`src/hdl/ps2_pkg.sv`:
```
package ps2_pkg;

    typedef logic [7:0] ps2_code_t;     // One PS/2 scan code
    typedef logic [6:0] seg_t;          // Segments a..g, MSB is a, active low
    typedef logic [6:0] press_count_t;  // Distinct key events, 0 to 99

    typedef struct packed {
        logic      valid;
        ps2_code_t code;
    } key_event_t;

    typedef enum logic [1:0] {
        RX_IDLE,
        RX_DATA,
        RX_PARITY,
        RX_STOP
    } rx_state_t;

    // Hex font for a common-anode digit; a lit segment is driven low
    function automatic seg_t seg_encode(input logic [3:0] value);
        case (value)
            4'h0:    return 7'b0000001;
            4'h1:    return 7'b1001111;
            4'h2:    return 7'b0010010;
            4'h3:    return 7'b0000110;
            4'h4:    return 7'b1001100;
            4'h5:    return 7'b0100100;
            4'h6:    return 7'b0100000;
            4'h7:    return 7'b0001111;
            4'h8:    return 7'b0000000;
            4'h9:    return 7'b0000100;
            4'hA:    return 7'b0001000;
            4'hB:    return 7'b1100000; // Lower case b
            4'hC:    return 7'b0110001;
            4'hD:    return 7'b1000010; // Lower case d
            4'hE:    return 7'b0110000;
            default: return 7'b0111000;
        endcase
    endfunction

endpackage

```
`src/hdl/ps2_frame_rx.sv`:
```
`timescale 1ns/1ps

module ps2_frame_rx
    import ps2_pkg::*;
(
    input  logic       clk,
    input  logic       rst_n,
    input  logic       ps2_clk,
    input  logic       ps2_data,
    output key_event_t key_event,
    output logic       frame_error
);

    logic      clk_s1;
    logic      clk_s2;
    logic      clk_s3;
    logic      data_s1;
    logic      data_s2;
    logic      fall;
    rx_state_t state;
    logic [2:0] bit_cnt;
    ps2_code_t shift_reg;
    logic      parity_bit;
    logic      event_q;

    // Two-flop synchronizers, plus a third flop on the clock for edge detection
    always_ff @(posedge clk) begin
        if (!rst_n) begin
            clk_s1  <= 1'b1;
            clk_s2  <= 1'b1;
            clk_s3  <= 1'b1;
            data_s1 <= 1'b1;
            data_s2 <= 1'b1;
        end else begin
            clk_s1  <= ps2_clk;
            clk_s2  <= clk_s1;
            clk_s3  <= clk_s2;
            data_s1 <= ps2_data;
            data_s2 <= data_s1;
        end
    end

    assign fall = clk_s3 & ~clk_s2;

    always_ff @(posedge clk) begin
        if (!rst_n) begin
            state       <= RX_IDLE;
            bit_cnt     <= 3'd0;
            event_q     <= 1'b0;
            frame_error <= 1'b0;
        end else begin
            event_q     <= 1'b0; // Strobes last one cycle
            frame_error <= 1'b0;
            if (fall) begin
                case (state)
                    RX_IDLE: begin
                        if (!data_s2) begin // Start bit
                            state   <= RX_DATA;
                            bit_cnt <= 3'd0;
                        end
                    end
                    RX_DATA: begin
                        bit_cnt <= bit_cnt + 3'd1;
                        if (bit_cnt == 3'd7) begin
                            state <= RX_PARITY;
                        end
                    end
                    RX_PARITY: begin
                        state <= RX_STOP;
                    end
                    default: begin
                        if (data_s2 && (^{shift_reg, parity_bit})) begin
                            event_q <= 1'b1;
                        end else begin
                            frame_error <= 1'b1;
                        end
                        state <= RX_IDLE;
                    end
                endcase
            end
        end
    end

    always_ff @(posedge clk) begin
        if (fall && state == RX_DATA) begin
            shift_reg <= {data_s2, shift_reg[7:1]}; // LSB arrives first
        end
        if (fall && state == RX_PARITY) begin
            parity_bit <= data_s2;
        end
    end

    assign key_event.valid = event_q;
    assign key_event.code  = shift_reg; // Held stable until the next frame's data

endmodule

```
`src/hdl/scan_code_fifo.sv`:
```
`timescale 1ns/1ps

module scan_code_fifo
    import ps2_pkg::*;
#(
    parameter int FIFO_DEPTH = 8
) (
    input  logic       clk,
    input  logic       rst_n,
    input  key_event_t key_event,
    input  logic       next_code,
    output ps2_code_t  code,
    output logic       ready,
    output logic       overflow
);

    localparam int AW = $clog2(FIFO_DEPTH);

    ps2_code_t   mem [FIFO_DEPTH];
    logic [AW:0] wr_ptr;
    logic [AW:0] rd_ptr;
    logic        empty;
    logic        full;
    logic        push;
    logic        pop;

    assign empty = (wr_ptr == rd_ptr);
    // Same address but different wrap bit means every slot is taken
    assign full  = (wr_ptr[AW] != rd_ptr[AW]) && (wr_ptr[AW-1:0] == rd_ptr[AW-1:0]);

    assign pop  = next_code && !empty;
    assign push = key_event.valid && (!full || pop); // A pop frees the slot in the same cycle

    always_ff @(posedge clk) begin
        if (!rst_n) begin
            wr_ptr   <= '0;
            rd_ptr   <= '0;
            overflow <= 1'b0;
        end else begin
            if (push) begin
                wr_ptr <= wr_ptr + 1'b1;
            end
            if (pop) begin
                rd_ptr <= rd_ptr + 1'b1;
            end
            if (key_event.valid && !push) begin
                overflow <= 1'b1; // Sticky until reset
            end
        end
    end

    always_ff @(posedge clk) begin
        if (push) begin
            mem[wr_ptr[AW-1:0]] <= key_event.code;
        end
    end

    assign code  = mem[rd_ptr[AW-1:0]];
    assign ready = !empty;

endmodule

```
`src/hdl/key_display.sv`:
```
`timescale 1ns/1ps

module key_display
    import ps2_pkg::*;
(
    input  logic       clk,
    input  logic       rst_n,
    input  key_event_t key_event,
    input  ps2_code_t  code,
    input  logic       ready,
    output seg_t       seg_hex_lo,
    output seg_t       seg_hex_hi,
    output seg_t       seg_cnt_ones,
    output seg_t       seg_cnt_tens
);

    ps2_code_t    last_code;
    logic         last_valid;
    press_count_t press_count;
    logic         new_key;
    logic [3:0]   cnt_tens;
    logic [3:0]   cnt_ones;

    // The first event after reset has nothing to compare against and always counts
    assign new_key = key_event.valid && (!last_valid || key_event.code != last_code);

    always_ff @(posedge clk) begin
        if (!rst_n) begin
            last_valid  <= 1'b0;
            press_count <= '0;
        end else begin
            if (key_event.valid) begin
                last_valid <= 1'b1;
            end
            if (new_key) begin
                if (press_count == press_count_t'(99)) begin
                    press_count <= '0;
                end else begin
                    press_count <= press_count + 1'b1;
                end
            end
        end
    end

    always_ff @(posedge clk) begin
        if (key_event.valid) begin
            last_code <= key_event.code;
        end
    end

    // Counter never exceeds 99, so both quotient and remainder fit a nibble
    assign cnt_tens = 4'(press_count / press_count_t'(10));
    assign cnt_ones = 4'(press_count % press_count_t'(10));

    assign seg_cnt_tens = seg_encode(cnt_tens);
    assign seg_cnt_ones = seg_encode(cnt_ones);

    always_comb begin
        if (ready) begin
            seg_hex_lo = seg_encode(code[3:0]);
            seg_hex_hi = seg_encode(code[7:4]);
        end else begin
            seg_hex_lo = '1; // Blank while the FIFO is empty
            seg_hex_hi = '1;
        end
    end

endmodule

```
`src/hdl/ps2_keyboard_top.sv`:
```
`timescale 1ns/1ps

module ps2_keyboard_top
    import ps2_pkg::*;
#(
    parameter int FIFO_DEPTH = 8 // Must be a power of two
) (
    input  logic      clk,
    input  logic      rst_n,
    input  logic      ps2_clk,
    input  logic      ps2_data,
    input  logic      next_code,
    output ps2_code_t code,
    output logic      ready,
    output logic      overflow,
    output logic      frame_error,
    output seg_t      seg_hex_lo,
    output seg_t      seg_hex_hi,
    output seg_t      seg_cnt_ones,
    output seg_t      seg_cnt_tens
);

    key_event_t key_event;

    ps2_frame_rx i_ps2_frame_rx (
        .clk         (clk),
        .rst_n       (rst_n),
        .ps2_clk     (ps2_clk),
        .ps2_data    (ps2_data),
        .key_event   (key_event),
        .frame_error (frame_error)
    );

    scan_code_fifo #(
        .FIFO_DEPTH (FIFO_DEPTH)
    ) i_scan_code_fifo (
        .clk       (clk),
        .rst_n     (rst_n),
        .key_event (key_event),
        .next_code (next_code),
        .code      (code),
        .ready     (ready),
        .overflow  (overflow)
    );

    key_display i_key_display (
        .clk          (clk),
        .rst_n        (rst_n),
        .key_event    (key_event),
        .code         (code),
        .ready        (ready),
        .seg_hex_lo   (seg_hex_lo),
        .seg_hex_hi   (seg_hex_hi),
        .seg_cnt_ones (seg_cnt_ones),
        .seg_cnt_tens (seg_cnt_tens)
    );

endmodule

```
`config.mk`:
```
export PLATFORM = sky130hd
export DESIGN_NAME = ps2_keyboard_top
export DESIGN_NICKNAME = d
export VERILOG_FILES = /design/src/hdl/ps2_pkg.sv /design/src/hdl/ps2_frame_rx.sv /design/src/hdl/scan_code_fifo.sv /design/src/hdl/key_display.sv /design/src/hdl/ps2_keyboard_top.sv
export SDC_FILE = /design/constraint.sdc
export NUM_CORES = 1
export LEC_CHECK = 0
export BUFFER_PORTS_ARGS = -buffer_cell sky130_fd_sc_hd__buf_2
export CAP_MARGIN = 10
export CORE_UTILIZATION = 30
export DETAILED_ROUTE_END_ITERATION = 7
export SLEW_MARGIN = 25
export SYNTH_ARGS = -nofsm -noshare
export SYNTH_HDL_FRONTEND = slang
export SYNTH_SLANG_ARGS = --single-unit
```
`constraint.sdc`:
```
create_clock -name clk -period 4.75 [get_ports clk]
set_clock_uncertainty 0.15 [all_clocks]
set_input_delay 0.475 -clock clk [delete_from_list [all_inputs] [get_ports clk]]
set_output_delay 0.475 -clock clk [all_outputs]
set_load 0.01 [all_outputs]
```
==> metrics.md, run 1 <==
| Metric | Value |
|---|---|
| Outcome | `completed` |
| DRT antenna net count | `0` |
| Global-route wire length before repair | `18.9 mm` |
| Post-Route WL | `11.4 mm` |
| Drt first pass iters | `4` |
| Area leader, netlist | `edfxtp_1` |
| CP required | `4.12 ns` |
| Final setup vio count | `0` |
| Maximum vdd drop | `0.000233 V` |
| Critical path peak fanout | `13` |
| Synth area leaders | `edfxtp_1, dfxtp_1, ha_1, mux4_2, xnor2_1` |
| H-Tree Depth | `4` |
| DR top layer | `met4` |
| Worst-path clk slew | `0.05 ns` |
| Die Footprint | `19900 um^2` |
| Initial Util | `30.8%` |
| Layout cell share with drive strength beyond 1 | `19.9%` |
| Fin nets | `567` |
| Post-synthesis mux area share | `10.1%` |
| Ys async rst share | `0%` |
| Maxcap violations | `0` |
| Number of buffers created by CTS | `17` |
| Post-Synthesis Cells | `485` |
| Hold_sp | `ps2_clk` |
| Root buffer cell | `clkbuf_16` |
| Pwr dens | `336 nW/um^2` |
| Slew @ Worst Pin | `0.973 ns` |
| Area share of fa/ha/maj cells after synthesis | `6.68%` |
| Final worst-path cycle share | `88.8%` |
| Endpoint class of the critical path | `output pin` |
| Vias per std cell | `4.77` |
| Net count after synthesis | `521` |
| Pleak | `2.48 nW` |
| Total track usage | `12.2%` |
| Main combinational cell family by area after synthesis | `simple AND/OR/NAND/NOR gates` |
| Later-pin clock latency in the skew report | `0.41 ns` |
| Max Clock Freq | `237 MHz` |
| Share of the yosys chip area belonging to registers | `52.9%` |
| WP data arrival | `3.59 ns` |
| Final setup TNS | `0 ns` |
| Hold crit path type | `primary input to register` |
| Top cell type's share of synthesized area | `41.9%` |
| Vias in the first global route | `3811` |
| Die Ht | `141 um` |
| # DRC | `0` |
| Synth Area in XOR/XNOR | `4.83%` |
| Antenna violations before repair | `0` |
| RD Place Congestion | `0.800` |
| DP Wirelength | `7.77 mm` |
| Post-route cell area | `6890 um^2` |
| Endpoints failing hold | `0` |
| GR Overflow Total | `0` |
| RSZ-0062 raised after global routing | `no` |
| Cell area after placement | `6280 um^2` |
| Core area | `18800 um^2` |
| Synth warn | `0` |
| CTS Sinks | `113` |
| FF-to-FF End | `i_scan_code_fifo.rd_ptr[3]` |
| Tmin final | `4.22 ns` |
| Top FF cell, synth | `edfxtp_1` |
| Synth Register Bits | `113` |
| Min-Delay Path Depth | `2` |
| 1st-iter DRT viols | `238` |
| Relative slew slack | `35.1%` |
| Post-synth EDFFs | `81` |
| Antenna diode count | `0` |
| Crit path launch | `i_key_display.press_count[4]` |
| Met1 Routed Length | `5.07 mm` |
| Max FFs per register | `64` |
| Layout area overhead | `18.7%` |
| Hold_buf cts | `0` |
| Reg-to-Reg Start | `i_scan_code_fifo.wr_ptr[1]` |
| Max Slew Vio Count | `0` |
| Die width | `141 um` |
| Clock Path Buffers | `2` |
| R2R cell count | `8` |
| Worst setup SP type | `register` |
| WL met3 | `554 um` |
| Post-synthesis simple-gate area fraction | `11.3%` |
| Hold endpoint | `i_ps2_frame_rx.clk_s1` |
| Boundary pin count | `44` |
| Site Rows | `50` |
| Largest net degree at the start of global routing | `22` |
| Synth Area in Compound Gates | `10.6%` |
| Critical path class | `register to output pin` |
| R2r setup slk | `2.15 ns` |
| CTS tree | `yes` |
| Met2 WL | `5.65 mm` |
| Routed len/inst | `14.2 um` |
| DR vias | `3832` |
| Avg Synthesized Cell Area | `12.0 um^2` |
| Core Util, Final | `36.6%` |
| Unique masters post-synth | `59` |
| Mapped Area | `5810 um^2` |
| # port buffers | `43` |
timing repair:
action / CTS / global route
setup endpoints to repair: 0 / 5
buffers inserted: 0 / 1
gates resized for setup: 0 / 2
routing by layer:
layer	track usage, %	vias up
met5	0	-
met4	4.00	0
met3	3.57	10
met2	21.1	84
met1	14.4	1865
li1	-	1873
layout by cell type, fill, tap and decap left out, drive strengths merged, types with 4 or more instances in the layout:
master / n
edfxtp: 81
buf: 49
nor2: 35
dfxtp: 32
nand2: 31
ha: 31
inv: 28
xnor2: 25
o21ai: 22
a21oi: 21
mux4: 17
clkbuf: 17
mux2i: 16
nor2b: 13
nand2b: 12
nand3: 10
nor3: 9
and2: 8
xor2: 7
clkinv: 7
o221ai: 6
clkinvlp: 5
mux2: 4
a21boi: 4
o22ai: 4
nand4: 4
a211oi: 4
synthesized netlist by cell type (3+ instances only):
| library cell | count |
|---|---|
| mux4_2 | 17 |
| nor2_1 | 35 |
| buf_2 | 6 |
| xnor2_1 | 25 |
| dfxtp_1 | 32 |
| and2_1 | 8 |
| nand4_1 | 4 |
| o21ai_0 | 19 |
| a221o_1 | 3 |
| a21oi_1 | 21 |
| o221ai_1 | 6 |
| a21boi_0 | 4 |
| nand2b_1 | 11 |
| nand3_1 | 10 |
| mux2i_1 | 16 |
| a211oi_1 | 3 |
| o21a_1 | 3 |
| a211o_1 | 3 |
| mux2_2 | 4 |
| nor2b_1 | 13 |
| o22ai_1 | 4 |
| nand2_1 | 31 |
| inv_1 | 26 |
| xor2_1 | 7 |
| nor3_1 | 9 |
| edfxtp_1 | 81 |
| clkbuf_1 | 14 |
| and3_1 | 3 |
| ha_1 | 31 |
final cells by class:
class | count | area [um^2]
Fill cell | 1805 | 11900
Sequential cell | 113 | 3070
Multi-Input combinational cell | 322 | 2530
Clock buffer | 17 | 425
Tap cell | 260 | 325
Timing Repair Buffer | 49 | 260
Clock inverter | 15 | 168
Inverter | 28 | 109
logic make-up (layout without fill, tap and decap cells):
logic type,count (synthesis),count (layout)
xor gates and xnor gates,32,32
buffers and inverters,50,109
and+or+nand+nor,133,133
AOI/OAI and AO/OA,89,89
adders and majority gates,31,31
muxes,37,37
DFF,113,113
worst max-delay path by stage:
stage | to | slack (ns) | cells after the start
final | seg_cnt_tens[3] | 0.53 | 13
after global routing | seg_cnt_ones[1] | 0.20 | 13
after CTS | seg_cnt_ones[5] | 0.19 | 12
after detailed placement | seg_cnt_ones[5] | 0.67 | 12
after global placement | seg_cnt_ones[5] | 0.85 | 12
after floorplan | seg_cnt_ones[3] | 1.16 | 10
critical path: stages, from the launching register on:
cell and delay (ns):
dfxtp_1 0.47, nand2b_2 0.31, o21ai_0 0.13, a211o_1 0.31
a21oi_1 0.20, ha_1 0.22, inv_1 0.08, a221oi_4 0.27
buf_4 0.20, inv_1 0.08, ha_1 0.27, inv_1 0.05
mux4_2 0.45, buf_2 0.16
power by group:
| group | leakage, nW | switching, mW | internal (mW) |
|---|---|---|---|
| sequential | 0.987 | 0.00116 | 1.05 |
| clock | 0.278 | 0.439 | 0.818 |
| combinational | 1.22 | 0.00734 | 0.00470 |
| total | 2.48 | 0.448 | 1.87 |
per-stage QoR:
| step | hold WS (ns) | setup slack (ns) | power, mW | cells |
|---|---|---|---|---|
| floorplan | 0.236 | 1.16 | 1.07 | 485 |
| global route | 0.0927 | 0.204 | 2.38 | 804 |
| finish | 0.0965 | 0.531 | 2.32 | 804 |
| global placement | 0.243 | 0.846 | 1.08 | 771 |
| CTS | 0.0813 | 0.194 | 2.34 | 803 |
| detailed placement | 0.245 | 0.670 | 1.08 | 771 |
(Power assumes the default switching activity.)
==> inputs of run 2 (changes only) <==
--- a/config.mk
+++ b/config.mk
@@ -7,6 +7,7 @@
 export LEC_CHECK = 0
 export BUFFER_PORTS_ARGS = -buffer_cell sky130_fd_sc_hd__buf_2
 export CAP_MARGIN = 10
+export CORE_MARGIN = 2
 export CORE_UTILIZATION = 30
 export DETAILED_ROUTE_END_ITERATION = 7
 export SLEW_MARGIN = 25
==> metrics.md, run 2 (synthesis results as in run 1) <==
| Metric | Value |
|---|---|
| R2r setup slk | `2.14 ns` |
| Vias per std cell | `4.70` |
| Die Ht | `143 um` |
| Cell area after placement | `6280 um^2` |
| 1st-iter DRT viols | `158` |
| Worst-path clk slew | `0.05 ns` |
| H-Tree Depth | `4` |
| Max FFs per register | `64` |
| Min Hold Slack | `0.104 ns` |
| R2R cell count | `8` |
| DRT antenna net count | `0` |
| CP required | `4.12 ns` |
| Power, Total | `2.37 mW` |
| Slowest CP cell | `dfxtp_1` |
| Initial Util | `30.8%` |
| Combinational share of power | `0.5%` |
| Crit. path cell count | `12` |
| Met2 WL | `5.45 mm` |
| Reg power frac | `44.2%` |
| Vias in the first global route | `3755` |
| Final WS setup | `0.460 ns` |
| Clock Path Buffers | `2` |
| Number of buffers created by CTS | `17` |
| GR Overflow Total | `0` |
| Fill cells | `1835` |
| # port buffers | `43` |
| Met1 Routed Length | `5.12 mm` |
| Drt first pass iters | `5` |
| Die width | `143 um` |
| Clock share of power | `55.3%` |
| Die Footprint | `20500 um^2` |
| Final setup vio count | `0` |
| Max Clock Freq | `233 MHz` |
| Post-CTS resize count | `0` |
| Site Rows | `50` |
| DR top layer | `met4` |
| WP buf/inv | `3` |
| Endpoints failing hold | `0` |
| WP data arrival | `3.67 ns` |
| Tmin final | `4.29 ns` |
| CTS tree | `yes` |
| Final setup TNS | `0 ns` |
| Worst path top cell family by delay | `compound AO/OA/AOI/OAI gates` |
| Min-Delay Path Depth | `2` |
| Later-pin clock latency in the skew report | `0.40 ns` |
| WL met3 | `421 um` |
| Final non-filler cell total | `804` |
| Final worst-path cycle share | `90.3%` |
| Antenna violations before repair | `0` |
| Maxcap violations | `0` |
| RD Place Congestion | `0.824` |
| DP Wirelength | `7.57 mm` |
| Core area | `18800 um^2` |
| Post-Route WL | `11.1 mm` |
| Maximum vdd drop | `0.000239 V` |
| Critical path class | `register to output pin` |
| Layout area overhead | `19.0%` |
| Core Util, Final | `36.7%` |
| Register area | `3070 um^2` |
| Cells along the critical path | `clkinv_1, ha_1, nor2b_1, o22a_1, o221ai_1, a221oi_4, xnor2_1, inv_2, ha_1, mux2i_1, o221ai_1, buf_2` |
| Relative slew slack | `33.3%` |
| Largest net degree at the start of global routing | `22` |
| Most frequent cells in the layout | `edfxtp_1, buf_2, nor2_1` |
| RSZ-0062 raised after global routing | `no` |
| # DRC | `0` |
| Layout cell share with drive strength beyond 1 | `19.5%` |
| CTS Sinks | `113` |
| DR vias | `3782` |
| Fin nets | `567` |
| P_sw | `0.439 mW` |
| Total track usage | `11.4%` |
| Max Slew Vio Count | `0` |
| Place WS | `0.636 ns` |
| Routed len/inst | `13.9 um` |
| Root buffer cell | `clkbuf_16` |
| Commonest non-fill, non-tap cell in the layout | `edfxtp_1` |
| Post-route cell area | `6910 um^2` |
| Global-route wire length before repair | `18.3 mm` |
| Pleak | `2.50 nW` |
| Placed cell count | `771` |
| Crit path largest cell delay | `0.51 ns` |
| Area of the multi-input gates | `2530 um^2` |
| Internal power | `1.93 mW` |
| Outcome | `completed` |
| Hold crit path type | `primary input to register` |
| Slew @ Worst Pin | `0.997 ns` |
| Pwr dens | `343 nW/um^2` |
| Endpoint class of the critical path | `output pin` |
| Sw Ratio | `18.5%` |
| Boundary pin count | `44` |
| Worst setup SP type | `register` |
| Antenna diode count | `0` |
| Critical path peak fanout | `11` |
run 2: cell count changes in the layout (fill, tap and decap cells not counted), sizes merged:
| cell | previous run | this run |
|---|---|---|
| bufinv | 3 | 4 |
| clkbuf | 17 | 19 |
| clkinvlp | 5 | 1 |
| inv | 28 | 29 |
run 2: final timing paths:
path / startpoint / to
max: i_key_display.press_count[0] / seg_cnt_ones[1]
min: ps2_clk / i_ps2_frame_rx.clk_s1
max reg2reg: i_scan_code_fifo.wr_ptr[1] / i_scan_code_fifo.rd_ptr[3]
min reg2reg: i_ps2_frame_rx.clk_s1 / i_ps2_frame_rx.clk_s2
run 2: per-layer routing:
| metal | track usage (%) | vias to the layer above |
|---|---|---|
| met5 | 0 | - |
| met4 | 3.91 | 0 |
| met3 | 2.88 | 13 |
| met2 | 19.7 | 98 |
| met1 | 13.7 | 1801 |
| li1 | - | 1870 |
run 2: area by class of cell:
class	count	share of cell area, %
Clock buffer	19	6.26
Clock inverter	13	2.68
Inverter	28	1.52
Multi-Input combinational cell	322	36.6
Sequential cell	113	44.5
Tap cell	260	4.71
Timing Repair Buffer	49	3.76
run 2: power by group through the flow:
stage                     logic (mW)  clock network, mW  registers [mW]
final                         0.0118               1.31            1.05
after global routing          0.0136               1.38            1.05
after CTS                     0.0121               1.33            1.05
after detailed placement      0.0120                  0            1.07
after global placement        0.0118                  0            1.07
after floorplan              0.00777                  0            1.07
run 2: timing repair:
item	CTS	global route
setup buffers	0	1
setup endpoints to repair	0	5
hold buffers	0	0
==> inputs of run 3 (changes only) <==
--- a/config.mk
+++ b/config.mk
@@ -9,8 +9,10 @@
 export CAP_MARGIN = 10
 export CORE_MARGIN = 2
 export CORE_UTILIZATION = 30
+export CTS_BUF_LIST = sky130_fd_sc_hd__clkbuf_8
 export DETAILED_ROUTE_END_ITERATION = 7
 export SLEW_MARGIN = 25
 export SYNTH_ARGS = -nofsm -noshare
 export SYNTH_HDL_FRONTEND = slang
+export SYNTH_HIERARCHICAL = 1
 export SYNTH_SLANG_ARGS = --single-unit
==> metrics.md, run 3 <==
| Metric | Value |
|---|---|
| Outcome | `completed` |
| Routed len/inst | `13.8 um` |
| Cells along the critical path | `nor2b_1, xnor2_1, o22ai_1, a21oi_1, ha_1, inv_1, a21o_4, clkinv_8, xnor2_4, inv_2, ha_1, mux2i_1, o221ai_2, buf_2` |
| Mapped Area | `6220 um^2` |
| WL met3 | `469 um` |
| Max Clock Freq | `234 MHz` |
| Post-synth EDFFs | `81` |
| RSZ-0062 raised after global routing | `no` |
| Endpoint class of the critical path | `output pin` |
| Commonest non-fill, non-tap cell in the layout | `edfxtp_1` |
| Largest net degree at the start of global routing | `35` |
| Worst-path clk slew | `0.06 ns` |
| Max Slew Vio Count | `0` |
| Die Footprint | `21900 um^2` |
| Most frequent cells in the layout | `edfxtp_1, nand2_1, buf_2` |
| Synth area leaders | `edfxtp_1, dfxtp_1, mux4_2, ha_1, nand2_1` |
| Post-synthesis simple-gate area fraction | `12.4%` |
| Layout area overhead | `12.7%` |
| Ys async rst share | `0%` |
| Final setup vio count | `0` |
| CTS Sinks | `113` |
| Maximum vdd drop | `0.000164 V` |
| Post-Route WL | `11.6 mm` |
| Area leader, netlist | `edfxtp_1` |
| DR top layer | `met4` |
| Root buffer cell | `clkbuf_8` |
| Antenna diode count | `0` |
| Top FF cell, synth | `edfxtp_1` |
| Initial Util | `30.6%` |
| Total track usage | `10.8%` |
| Max FFs per register | `64` |
| Avg Synthesized Cell Area | `12.0 um^2` |
| Commonest cells in the netlist | `edfxtp_1, nand2_1, dfxtp_1, ha_1, inv_1` |
| Number of buffers created by CTS | `17` |
| WP buf/inv | `4` |
| CTS tree | `yes` |
| Post-synthesis mux area share | `11.3%` |
| Relative slew slack | `39.8%` |
| Min-Delay Path Depth | `2` |
| R2R cell count | `4` |
| Post-Synthesis Cells | `518` |
| Die Ht | `148 um` |
| Synth Area in XOR/XNOR | `4.35%` |
| Vias in the first global route | `3901` |
| Hold_buf cts | `0` |
| Worst setup SP type | `register` |
| Layout cell share with drive strength beyond 1 | `22.4%` |
| H-Tree Depth | `4` |
| Min Hold Slack | `0.0924 ns` |
| Net count after synthesis | `555` |
| DRT antenna net count | `0` |
| Share of the yosys chip area belonging to registers | `49.4%` |
| Clock Path Buffers | `2` |
| Area of the multi-input gates | `2900 um^2` |
| Vias per std cell | `4.85` |
| Met2 WL | `5.86 mm` |
| RD Place Congestion | `0.790` |
| Final setup TNS | `0 ns` |
| Endpoints failing hold | `0` |
| Tmin final | `4.27 ns` |
| Fin nets | `595` |
| Pleak | `2.48 nW` |
| Synth Register Bits | `113` |
| Critical path class | `register to output pin` |
| Slowest CP cell | `dfxtp_1` |
| 1st-iter DRT viols | `177` |
| Die width | `148 um` |
| CP required | `4.12 ns` |
| Worst path top cell family by delay | `compound AO/OA/AOI/OAI gates` |
| Met1 Routed Length | `5.22 mm` |
| DR vias | `4075` |
| WP data arrival | `3.65 ns` |
| DP Wirelength | `8.09 mm` |
| Synth Area in Compound Gates | `11.9%` |
| Top-count cell post-synth | `edfxtp_1` |
| Core area | `20300 um^2` |
| Pwr dens | `254 nW/um^2` |
| Later-pin clock latency in the skew report | `0.41 ns` |
| Most common cell type on the critical path | `ha_1` |
| # port buffers | `43` |
| Final worst-path cycle share | `89.9%` |
| Top cell type's share of synthesized area | `39.1%` |
| Synth warn | `6` |
| Area share of fa/ha/maj cells after synthesis | `6.44%` |
| Drt first pass iters | `4` |
| Global-route wire length before repair | `19.0 mm` |
| Main combinational cell family by area after synthesis | `simple AND/OR/NAND/NOR gates` |
| Register area | `3070 um^2` |
| GR Overflow Total | `0` |
| Hold crit path type | `primary input to register` |
| Crit. path cell count | `14` |
| Critical path peak fanout | `19` |
| Slew @ Worst Pin | `0.899 ns` |
| Boundary pin count | `44` |
| Post-CTS resize count | `0` |
| Post-CTS Setup Bufs | `0` |
| Unique masters post-synth | `71` |
| # DRC | `0` |
| Maxcap violations | `0` |
| Site Rows | `52` |
| Fill cells | `2026` |
| Crit path largest cell delay | `0.72 ns` |
| Antenna violations before repair | `0` |
==> run 3: changes by cell type after synthesis, sizes merged, moves of 8 or more <==
cell	delta
o211ai	+9
buf	+10
a21oi	-9
nor2	-13
xnor2	-17
nand2	+19
nand3	+8
==> run 3: cells by family (layout without fill, tap and decap cells) <==
logic type / count (synthesis) / count (layout)
DFF: 113 / 113
AOI/OAI and AO/OA: 98 / 98
buffers and inverters: 55 / 108
adders and majority gates: 32 / 32
xor gates and xnor gates: 23 / 23
muxes: 45 / 45
and+or+nand+nor: 152 / 152
==> run 3: cell type report <==
class                   count  share of cell area, %
clock buffers              18                   3.53
clock inverters            14                   1.11
inverters                  27                   1.62
multi-input cells         350                   41.4
flip-flops and latches    113                   43.8
well taps                 270                   4.82
repair buffers             49                   3.71
==> run 3: power breakdown <==
part           switching [mW]  internal (mW)  total [mW]
Combinational         0.00940        0.00588      0.0153
Sequential            0.00141           1.05        1.05
Clock                   0.358          0.360       0.718
Total                   0.369           1.41        1.78
==> run 3: worst paths after layout <==
kind / from / end / slack, ns
setup / recovery: i_key_display/press_count[5] / seg_cnt_ones[1] / 0.48
hold / removal: ps2_clk / i_ps2_frame_rx/clk_s1 / 0.09
hold reg to reg: i_ps2_frame_rx/data_s1 / i_ps2_frame_rx/data_s2 / 0.27
setup reg to reg: i_scan_code_fifo/wr_ptr[0] / i_scan_code_fifo/mem[2][7] / 2.10
==> run 3: metal layers <==
| metal | vias up | global-route usage (%) |
|---|---|---|
| met1 | 1977 | 12.9 |
| li1 | 2002 | - |
| met5 | - | 0 |
| met4 | 0 | 3.62 |
| met3 | 5 | 2.44 |
| met2 | 91 | 19.3 |
==> run 3: per-stage QoR <==
stage | power, mW | area (um^2) | setup slack (ns) | cells | utilization [%]
after global placement | 1.08 | 6680 | 1.13 | 809 | 32.9
after detailed placement | 1.08 | 6680 | 0.935 | 809 | 32.9
after floorplan | 1.08 | 6220 | 1.56 | 518 | -
after CTS | 1.80 | 7010 | 0.460 | 841 | 34.5
after global routing | 1.85 | 7010 | 0.185 | 841 | 34.5
final | 1.78 | 7010 | 0.478 | 841 | 34.5
